--- src/branchRsPkg.sv ---
package branchRsPkg;

    localparam int TagWidth = 8;
    localparam int XlenWidth = 32;
    localparam int InstNumWidth = 32;
    localparam int Funct3Width = 3;

    // broadcast order: alu, mul, div, load
    localparam int NumWakeup = 4;

    typedef logic [TagWidth-1:0] tagT;
    typedef tagT [NumWakeup-1:0] wakeTagsT;

    // one stored branch/jump op
    typedef struct packed {
        logic [InstNumWidth-1:0] instNum;
        logic [XlenWidth-1:0] pc;
        logic [XlenWidth-1:0] imm;
        logic [Funct3Width-1:0] funct3;
        tagT rd;
        tagT src1;
        tagT src2;
        logic branch;
        logic jump;
        logic predTaken;
        logic btbHit;
    } brOpT;

    // true when any valid bus carries tag
    function automatic logic tagHit(
        input tagT tag,
        input wakeTagsT busTags,
        input logic [NumWakeup-1:0] busValids
    );
        logic hit;
        hit = 1'b0;
        for (int i = 0; i < NumWakeup; i++) begin
            if (busValids[i] && (busTags[i] == tag)) begin
                hit = 1'b1;
            end
        end
        return hit;
    endfunction

endpackage

--- src/wakeupIf.sv ---
interface wakeupIf import branchRsPkg::*; ();

    wakeTagsT tags;                 // indexed by bus
    logic [NumWakeup-1:0] valids;

    // top side, maps the result buses in
    modport producer (
        output tags,
        output valids
    );

    // reservation station side
    modport consumer (
        input tags,
        input valids
    );

endinterface

--- src/branchRsQueue.sv ---
module branchRsQueue import branchRsPkg::*; #(
    parameter int Depth = 16
) (
    input logic clk,
    input logic reset,
    input logic flush,
    input logic dispatch,
    input brOpT dispatchOp,
    input logic [1:0] srcValid,
    wakeupIf.consumer wake,
    input logic pop,
    output brOpT headOp,
    output logic headReady
);

    localparam int PtrWidth = $clog2(Depth);

    brOpT entries [Depth];
    logic [Depth-1:0] ready1;
    logic [Depth-1:0] ready2;
    logic [Depth-1:0] occupied;
    logic [PtrWidth-1:0] head;
    logic [PtrWidth-1:0] tail;
    logic dispReady1;
    logic dispReady2;

    // operand ready at dispatch: rename says so, or its tag is on a bus right now
    assign dispReady1 = srcValid[0] | tagHit(dispatchOp.src1, wake.tags, wake.valids);
    assign dispReady2 = srcValid[1] | tagHit(dispatchOp.src2, wake.tags, wake.valids);

    assign headOp = entries[head];
    assign headReady = occupied[head] & ready1[head] & ready2[head];

    // payload store
    always_ff @(posedge clk) begin
        if (dispatch && !flush) begin
            entries[tail] <= dispatchOp;
        end
    end

    always_ff @(posedge clk) begin
        if (reset || flush) begin
            head <= '0;
            tail <= '0;
            occupied <= '0;
            ready1 <= '0;
            ready2 <= '0;
        end else begin
            // wakeup of waiting operands
            for (int i = 0; i < Depth; i++) begin
                if (tagHit(entries[i].src1, wake.tags, wake.valids)) begin
                    ready1[i] <= 1'b1;
                end
                if (tagHit(entries[i].src2, wake.tags, wake.valids)) begin
                    ready2[i] <= 1'b1;
                end
            end

            if (dispatch) begin
                occupied[tail] <= 1'b1;
                ready1[tail] <= dispReady1;    // overrides stale wakeup
                ready2[tail] <= dispReady2;
                tail <= tail + 1'b1;           // depth is a power of two
            end

            // issue takes the head
            if (pop) begin
                occupied[head] <= 1'b0;
                ready1[head] <= 1'b0;
                ready2[head] <= 1'b0;
                head <= head + 1'b1;
            end
        end
    end

endmodule

--- src/branchRsIssue.sv ---
module branchRsIssue import branchRsPkg::*; (
    input logic clk,
    input logic reset,
    input logic flush,
    input brOpT headOp,
    input logic headReady,
    output logic pop,
    output logic issueBranch,
    output logic issueJump,
    output logic issueHit,
    output logic issueTaken,
    output tagT issueRd,
    output logic [InstNumWidth-1:0] issueInstNum,
    output logic [Funct3Width-1:0] issueFunct3,
    output logic [XlenWidth-1:0] issueImm,
    output logic [XlenWidth-1:0] issuePc,
    output tagT issueSrc1,
    output tagT issueSrc2
);

    // in order, no back-pressure: a ready head always goes
    assign pop = headReady;

    always_ff @(posedge clk) begin
        if (reset || flush || !headReady) begin
            issueBranch <= 1'b0;
            issueJump <= 1'b0;
            issueHit <= 1'b0;
            issueTaken <= 1'b0;
            issueRd <= '0;
            issueInstNum <= '0;
            issueFunct3 <= '0;
            issueImm <= '0;
            issuePc <= '0;
            issueSrc1 <= '0;
            issueSrc2 <= '0;
        end else begin
            issueBranch <= headOp.branch;
            issueJump <= headOp.jump;
            issueHit <= headOp.btbHit;
            issueTaken <= headOp.predTaken;
            issueRd <= headOp.rd;
            issueInstNum <= headOp.instNum;
            issueFunct3 <= headOp.funct3;
            issueImm <= headOp.imm;
            issuePc <= headOp.pc;
            issueSrc1 <= headOp.src1;
            issueSrc2 <= headOp.src2;
        end
    end

endmodule

--- src/branchRsTop.sv ---
module branchRsTop import branchRsPkg::*; #(
    parameter int Depth = 16
) (
    input logic clk,
    input logic reset,
    input logic dispatch,
    input logic mispredict,

    input logic [InstNumWidth-1:0] instNum,
    input logic [XlenWidth-1:0] pc,
    input tagT rd,
    input logic jump,
    input logic branch,
    input logic [Funct3Width-1:0] funct3,
    input logic [XlenWidth-1:0] imm,
    input tagT src1,
    input tagT src2,
    input logic [1:0] srcValid,
    input logic predTaken,
    input logic btbHit,

    input tagT aluTag,
    input logic aluValid,
    input tagT mulTag,
    input logic mulValid,
    input tagT divTag,
    input logic divValid,
    input tagT loadTag,
    input logic loadValid,

    output logic issueBranch,
    output logic issueJump,
    output logic issueHit,
    output logic issueTaken,
    output tagT issueRd,
    output logic [InstNumWidth-1:0] issueInstNum,
    output logic [Funct3Width-1:0] issueFunct3,
    output logic [XlenWidth-1:0] issueImm,
    output logic [XlenWidth-1:0] issuePc,
    output tagT issueSrc1,
    output tagT issueSrc2
);

    brOpT dispatchOp;
    brOpT headOp;
    logic headReady;
    logic pop;

    wakeupIf wakeBus ();

    assign dispatchOp.instNum = instNum;
    assign dispatchOp.pc = pc;
    assign dispatchOp.imm = imm;
    assign dispatchOp.funct3 = funct3;
    assign dispatchOp.rd = rd;
    assign dispatchOp.src1 = src1;
    assign dispatchOp.src2 = src2;
    assign dispatchOp.branch = branch;
    assign dispatchOp.jump = jump;
    assign dispatchOp.predTaken = predTaken;
    assign dispatchOp.btbHit = btbHit;

    // bus order alu, mul, div, load
    assign wakeBus.tags[0] = aluTag;
    assign wakeBus.tags[1] = mulTag;
    assign wakeBus.tags[2] = divTag;
    assign wakeBus.tags[3] = loadTag;
    assign wakeBus.valids = {loadValid, divValid, mulValid, aluValid};

    branchRsQueue #(
        .Depth(Depth)
    ) u_queue (
        .clk(clk),
        .reset(reset),
        .flush(mispredict),
        .dispatch(dispatch),
        .dispatchOp(dispatchOp),
        .srcValid(srcValid),
        .wake(wakeBus.consumer),
        .pop(pop),
        .headOp(headOp),
        .headReady(headReady)
    );

    branchRsIssue u_issue (
        .clk(clk),
        .reset(reset),
        .flush(mispredict),
        .headOp(headOp),
        .headReady(headReady),
        .pop(pop),
        .issueBranch(issueBranch),
        .issueJump(issueJump),
        .issueHit(issueHit),
        .issueTaken(issueTaken),
        .issueRd(issueRd),
        .issueInstNum(issueInstNum),
        .issueFunct3(issueFunct3),
        .issueImm(issueImm),
        .issuePc(issuePc),
        .issueSrc1(issueSrc1),
        .issueSrc2(issueSrc2)
    );

endmodule

--- config.mk ---
export PLATFORM = sky130hd
export DESIGN_NAME = branchRsTop
export DESIGN_NICKNAME = d
export VERILOG_FILES = /design/src/branchRsPkg.sv /design/src/wakeupIf.sv /design/src/branchRsQueue.sv /design/src/branchRsIssue.sv /design/src/branchRsTop.sv
export SDC_FILE = /design/constraint.sdc
export NUM_CORES = 2
export LEC_CHECK = 0
export ABC_CLOCK_PERIOD_IN_PS = 13500
export BUFFER_PORTS_ARGS = -buffer_cell sky130_fd_sc_hd__buf_2
export CAP_MARGIN = 15
export CORE_ASPECT_RATIO = 0.7
export CORE_MARGIN = 2
export CORE_UTILIZATION = 40
export DETAILED_ROUTE_END_ITERATION = 16
export HOLD_SLACK_MARGIN = 0.05
export PLACE_DENSITY_LB_ADDON = 0.25
export SYNTH_ARGS = -nofsm -noshare
export SYNTH_HDL_FRONTEND = slang
export SYNTH_SLANG_ARGS = --single-unit
export TNS_END_PERCENT = 30
--- constraint.sdc ---
create_clock -name clk -period 13.5 [get_ports clk]
set_clock_uncertainty 0.15 [all_clocks]
set_input_delay 4.05 -clock clk [delete_from_list [all_inputs] [get_ports clk]]
set_output_delay 4.05 -clock clk [all_outputs]
set_load 0.01 [all_outputs]
Word level (Yosys, flattened, before mapping)
Memory sizes are Yosys's and may differ from the RTL's. A register that Yosys moved wholly into a read port is not among the register bits. Index checks and enable logic that the tools add are counted.

Equality and inequality tests: 136. Bitwise gates (word level): 9. Add/sub/neg operators: 2. Reductions and logical operators: 143. Mux-type cells: 255. Order comparisons: 4.

Operator list (count): 8-bit equality test (136); 1-bit two-way mux (239); 16-bit two-way mux (9); 1-bit logical AND (139); 16-bit bitwise AND (3); 16-bit bitwise mux (2); 16-bit NOT (1); 16-bit bitwise OR (1); 1-bit binary-select mux with 4-bit select (3); 4-bit by 5-bit less-than comparator with 1-bit output (second input constant) (2); 4-bit by 1-bit adder with 4-bit output (second input constant) (2); 1-bit demux with 4-bit select (2); 4-bit by 1-bit >= comparator with 1-bit output (second input constant) (2); 1-bit bitwise AND (2); 1-bit zero test (2); 1-bit logical OR (2); 1-bit bitwise OR (2).

Input bits: 169. Register bits after elaboration: 56. Memories kept: 1. RAM bits: 2032. Output and inout port bits: 127.

Memories: u_queue.entries (words 16, width 127, read ports 17, clocked after Yosys merged registers in 1, wr ports 1, line branchRsQueue.sv:18) `brOpT entries [Depth];`.

Logic depth before layout (Yosys ltp)
Word-level depth: 14. Gate-level depth with buffers: 10. Depth with buffers taken out: 7.

Cells and area by module
Synthesis repeated with hierarchy kept, for this count alone.

Cells, all modules: 5353. Area, all modules: 97028.1 um^2.

By module, submodules not included: branchRsQueue (area an instance 92916.6 um^2, seq. area each 62219.7 um^2, cells each 5056, instances 1); branchRsIssue (area an instance 4111.4 um^2, seq. area each 2542.4 um^2, cells each 297, instances 1).

Least setup slack after synthesis
Ideal clock, no wire load.

Path type: input port to flip-flop. Start point: in dispatch. End point: mem u_queue.entries[1][0] (netlist bit) (enable). Setup slack: 2343 ps. Data required time: 12735 ps. Path buffers: 1. Stages: 4. Arrival time: 10392 ps. Cells stage by stage: clkbuf_1 nor3b_1 nand2_1 nor2_1.

Cells in the longest elaborated chain, start to end: 3.

RTL lines: from (decl) (line branchRsTop.sv:6) `input logic dispatch,`; 1-bit logical AND (line branchRsQueue.sv:36) `if (dispatch && !flush) begin`; 1-bit two-way mux (line branchRsQueue.sv:36); 1-bit two-way mux (implied by the code) (line branchRsQueue.sv:37) `entries[tail] <= dispatchOp;`; to (decl) (line branchRsQueue.sv:18).

Every way passes these cells.

Worst setup path after layout
Start point: in dispatch. End point: mem u_queue.entries[11][33] (netlist bit) (enable).

The elaborated chain is that of the path after synthesis.

==> tab_implementation.tex <==
\begin{tabular}{lr}
\hline
Metric & Value \\
\hline
\multicolumn{2}{l}{\textbf{Timing}} \\
\quad Max Transition Viols Final & 0 \\
\quad Headroom to the max-slew limit & 0.0136 \\
\quad Shortest period the worst path allows & 7.02 ns \\
\quad Least setup slack across all paths after layout & about 6.5 ns \\
\quad Share of the cycle needed by the critical path after routing & 0.520 \\
\quad Total Neg Setup Slack & 0 ns \\
\quad Unrepaired setup endpoints after global routing & no \\
\quad Top achievable clock speed & about 0.14 GHz \\
\quad Final setup violating endpoints & 0 \\
\quad Final-report hold violation count & 0 \\
\quad Slew of the pin with the lowest slew margin & 1.48 ns \\
\multicolumn{2}{l}{\textbf{Yosys}} \\
\quad Mapped Area & 96300 sq um \\
\quad Most frequently used flop master after synthesis & sky130\_fd\_sc\_hd\_\_edfxtp\_1 \\
\quad Number of distinct standard cells referenced by the synthesized netlist & between 40 and 50 \\
\quad Total nets after synthesis & about 5500 \\
\quad Register area share after synthesis & 0.672 \\
\quad Synthesized instance count & $\sim$5300 \\
\quad Yosys top cell area share & 0.634 \\
\quad Number of flops mapped to enable cells by yosys & 2032 \\
\quad Main area contributors after synthesis & sky130\_fd\_sc\_hd\_\_edfxtp\_1 (63\%), sky130\_fd\_sc\_hd\_\_mux4\_2 (15\%), sky130\_fd\_sc\_hd\_\_xor2\_1 (6.0\%) \\
\quad Synth area leader & sky130\_fd\_sc\_hd\_\_edfxtp\_1 \\
\quad Warnings from Yosys & 0 \\
\quad Share of async-settable or async-resettable flops after synthesis & 0 \\
\quad Average cell area after synthesis & 18.1 sq um \\
\quad Flip-flop and latch count after synthesis & 2215 \\
\multicolumn{2}{l}{\textbf{GRT}} \\
\quad Wire length of the first global-routing pass & 396000 um \\
\quad Vias in the first global route & a little over 50000 \\
\quad Congestion Overflow GR & 0 \\
\quad Maximum number of pins on one net before global-route repair & 140 \\
\quad Initial antenna violation count & 50 \\
\quad Global routing usage summed across all routing layers & 0.226 \\
\multicolumn{2}{l}{\textbf{Route}} \\
\quad TritonRoute pass-1 iters & 5 \\
\quad Drt via density & 5.86 \\
\quad Number of remaining DRC errors & 0 \\
\quad Total via count in the routed design & 51222 \\
\quad Antenna-violating nets left & 0 \\
\quad Total wire length & 281000 um \\
\quad DRT iter0 DRCs & $\sim$6200 \\
\quad Avg WL per Cell & about 32 um \\
\multicolumn{2}{l}{\textbf{Finish}} \\
\quad Syn-to-layout area delta & 11.2\% \\
\quad Filler cell count & 20480 \\
\quad Layout cell share with drive strength beyond 1 & 0.249 \\
\quad Final \#Nets & $\sim$5600 \\
\quad Number of non-filler instances in the completed layout & 8748 \\
\multicolumn{2}{l}{\textbf{Floorplanning}} \\
\quad Die extent in y & between 400 and 500 um \\
\quad Die outline area & 245000 sq um \\
\quad I/O pin count & 296 \\
\quad Core Box Area & 239000 sq um \\
\quad Cell row count & 150 \\
\quad Horizontal die dimension & just under 600 um \\
\quad Initial core utilization & 0.403 \\
\multicolumn{2}{l}{\textbf{Power}} \\
\quad Overall power & 14.1 mW \\
\quad IR drop worst, VDD & about 0.00011 V \\
\quad Total power divided by cell area & 132 nW/um\^{}2 \\
\quad Static leakage power & 33.0 nW \\
\multicolumn{2}{l}{\textbf{Clocking}} \\
\quad Clock-pin slew reported for the worst setup and hold paths after clock tree synthesis & 0.06 ns \\
\quad Clock tree from TritonCTS & yes \\
\quad Clock net sink count & 2215 \\
\quad Total clock buffers created by CTS & 215 \\
\quad Number of buffers on the longest clock path & 4 \\
\quad Number of hold buffers added after cts & 0 \\
\quad Worst skew pair latency & 0.88 ns \\
\quad CTS root buffer & sky130\_fd\_sc\_hd\_\_clkbuf\_16 \\
\quad Postcts setup bufs & 0 \\
\quad CTS-repair resized insts & 0 \\
\quad CTS H-tree depth & 4 \\
\multicolumn{2}{l}{\textbf{Critical path}} \\
\quad Worst r2r dst & u\_queue.ready2[2] \\
\quad CP arrival & $\sim$7.4 ns \\
\quad Start of the worst register-to-register path & u\_queue.head[1] \\
\quad Maximum fanout along the worst path & 43 \\
\quad Data required time at the worst endpoint & 13.85 ns \\
\quad Register-to-Register Path Depth & 8 \\
\quad Reg2Reg Setup Slack & 7.60 ns \\
\quad Crit Path Category & primary input to register \\
\quad End point of the critical path & u\_queue.entries[11][33] \\
\quad CP startpoint & dispatch \\
\quad Kind of launch point of the worst setup path & primary input \\
\quad Setup crit end kind & register \\
\multicolumn{2}{l}{\textbf{Hold path}} \\
\quad Worst hold path class & register to register \\
\quad Start point of the worst hold path & u\_queue.occupied[6] \\
\multicolumn{2}{l}{\textbf{Placement}} \\
\quad Detailed-placement wirelength estimate & 157000 um \\
\quad Final weighted congestion in routability-driven placement & 0.915 \\
\quad Number of buffers inserted by port buffering & approximately 300 \\
\quad Post-placement worst setup slack & between 5 and 6 ns \\
\quad Placed insts & 8349 \\
\multicolumn{2}{l}{\textbf{Status}} \\
\quad Result of the run & complete, no violations \\
\multicolumn{2}{l}{\textbf{Job}} \\
\quad Max Cap Violations & 0 \\
\hline
\end{tabular}
cells in the final DEF, fill, tap and decap left out, types with 8 or more instances in the layout:
cell and n:
sky130_fd_sc_hd__clkbuf_1 56, sky130_fd_sc_hd__nor2b_1 129, sky130_fd_sc_hd__dfxtp_1 179, sky130_fd_sc_hd__clkinv_1 37
sky130_fd_sc_hd__o31ai_1 9, sky130_fd_sc_hd__mux4_2 647, sky130_fd_sc_hd__edfxtp_1 2032, sky130_fd_sc_hd__a311oi_1 8
sky130_fd_sc_hd__buf_12 15, sky130_fd_sc_hd__nor2_1 58, sky130_fd_sc_hd__buf_4 103, sky130_fd_sc_hd__ha_1 8
sky130_fd_sc_hd__nand3_1 55, sky130_fd_sc_hd__nor3_1 68, sky130_fd_sc_hd__xor2_1 662, sky130_fd_sc_hd__xnor2_1 431
sky130_fd_sc_hd__nand2_1 28, sky130_fd_sc_hd__a31oi_1 52, sky130_fd_sc_hd__diode_2 11, sky130_fd_sc_hd__a21oi_1 17
sky130_fd_sc_hd__nor2_4 16, sky130_fd_sc_hd__clkbuf_8 9, sky130_fd_sc_hd__clkinv_2 26, sky130_fd_sc_hd__and3_1 26
sky130_fd_sc_hd__o21ai_0 15, sky130_fd_sc_hd__bufinv_16 24, sky130_fd_sc_hd__clkbuf_16 218, sky130_fd_sc_hd__nand4_1 109
sky130_fd_sc_hd__nor4_1 150, sky130_fd_sc_hd__buf_2 295
per-layer routing:
metal	vias up	part of all wire	GRT usage	routed length, um
met3	562	0.094	0.0523	26400
met5	-	0.0012	0.00371	326
met1	27291	0.44	0.339	123000
met2	2632	0.44	0.330	123000
met4	40	0.028	0.0596	7780
li1	20697	-	-	-
layout make-up:
class | instances | area [sq um] | area share
flip-flops and latches | 2215 | 64700 | 0.604
multi-input cells | 2522 | 28900 | 0.270
clock buffers | 283 | 5790 | 0.0541
well taps | 3192 | 3990 | 0.0373
repair buffers | 413 | 2550 | 0.0238
clock inverters | 105 | 1150 | 0.0107
diodes | 11 | 27.5 | 0.000257
inverters | 7 | 26.3 | 0.000245
state kept, by name, indices dropped and copies added (netlist names):
name / flops
u_queue.occupied: 16
u_issue.issueImm: 32
u_queue.tail: 4
u_issue.issueRd: 8
u_issue.issueSrc2: 8
u_issue.issuePc: 32
u_issue.issueBranch: 1
u_queue.ready2: 16
u_issue.issueFunct3: 3
u_queue.entries: 2032
u_issue.issueHit: 1
u_issue.issueJump: 1
u_queue.ready1: 16
u_issue.issueInstNum: 32
u_issue.issueSrc1: 8
u_issue.issueTaken: 1
u_queue.head: 4
synthesized netlist by cell type (74+ instances only):
cell	instances
sky130_fd_sc_hd__edfxtp_1	2032
sky130_fd_sc_hd__xor2_1	662
sky130_fd_sc_hd__mux4_2	647
sky130_fd_sc_hd__xnor2_1	431
sky130_fd_sc_hd__dfxtp_1	183
sky130_fd_sc_hd__buf_1	176
sky130_fd_sc_hd__buf_2	159
sky130_fd_sc_hd__nor4_1	150
sky130_fd_sc_hd__clkbuf_1	130
sky130_fd_sc_hd__nor2b_1	129
sky130_fd_sc_hd__nand4_1	109
sky130_fd_sc_hd__nor2_1	74
through the flow:
step | utilization | hold WS (ns) | instance area [sq um]
floorplan | - | 0.282 | 96300
global placement | 0.419 | 0.311 | 100000
detailed placement | 0.419 | 0.319 | 100000
CTS | 0.448 | 0.333 | 107000
global route | 0.448 | 0.361 | 107000
finish | 0.448 | 0.332 | 107000
critical path: stages:
cell and delay, ns:
sky130_fd_sc_hd__buf_2 0.22, sky130_fd_sc_hd__nand2_1 0.08, sky130_fd_sc_hd__nor2_1 0.41, sky130_fd_sc_hd__nand2_1 0.26, sky130_fd_sc_hd__nor2_4 0.73, sky130_fd_sc_hd__buf_4 0.72
sky130_fd_sc_hd__buf_4 0.71
where the power goes:
| group | switching (mW) | internal, mW |
|---|---|---|
| sequential | 0.0130 | 7.51 |
| combinational | 0.393 | 0.169 |
| clock | 2.59 | 3.47 |
how the worst min path moves through the flow:
stage	to	slack, ns	depth (start not counted)
2_1_floorplan	u_queue.occupied[15]	0.28	2
3_3_place_gp	u_queue.occupied[10]	0.31	2
3_5_place_dp	u_queue.occupied[6]	0.32	2
4_1_cts	u_queue.occupied[6]	0.33	2
5_1_grt	u_queue.occupied[11]	0.36	2
6_report	u_queue.occupied[6]	0.33	2
kinds of logic (layout without fill, tap and decap cells):
group,count (synthesis),count (layout),synth area share
DFF,2215,2215,0.672
xor gates and xnor gates,1093,1093,0.0994
muxes,652,652,0.152
and+or+nand+nor,648,648,0.0380
buffers and inverters,588,808,0.0299
AOI/OAI and AO/OA,121,121,0.00813
adders and majority gates,8,8,0.00104
other,0,11,0
(Power assumes the default switching activity.)
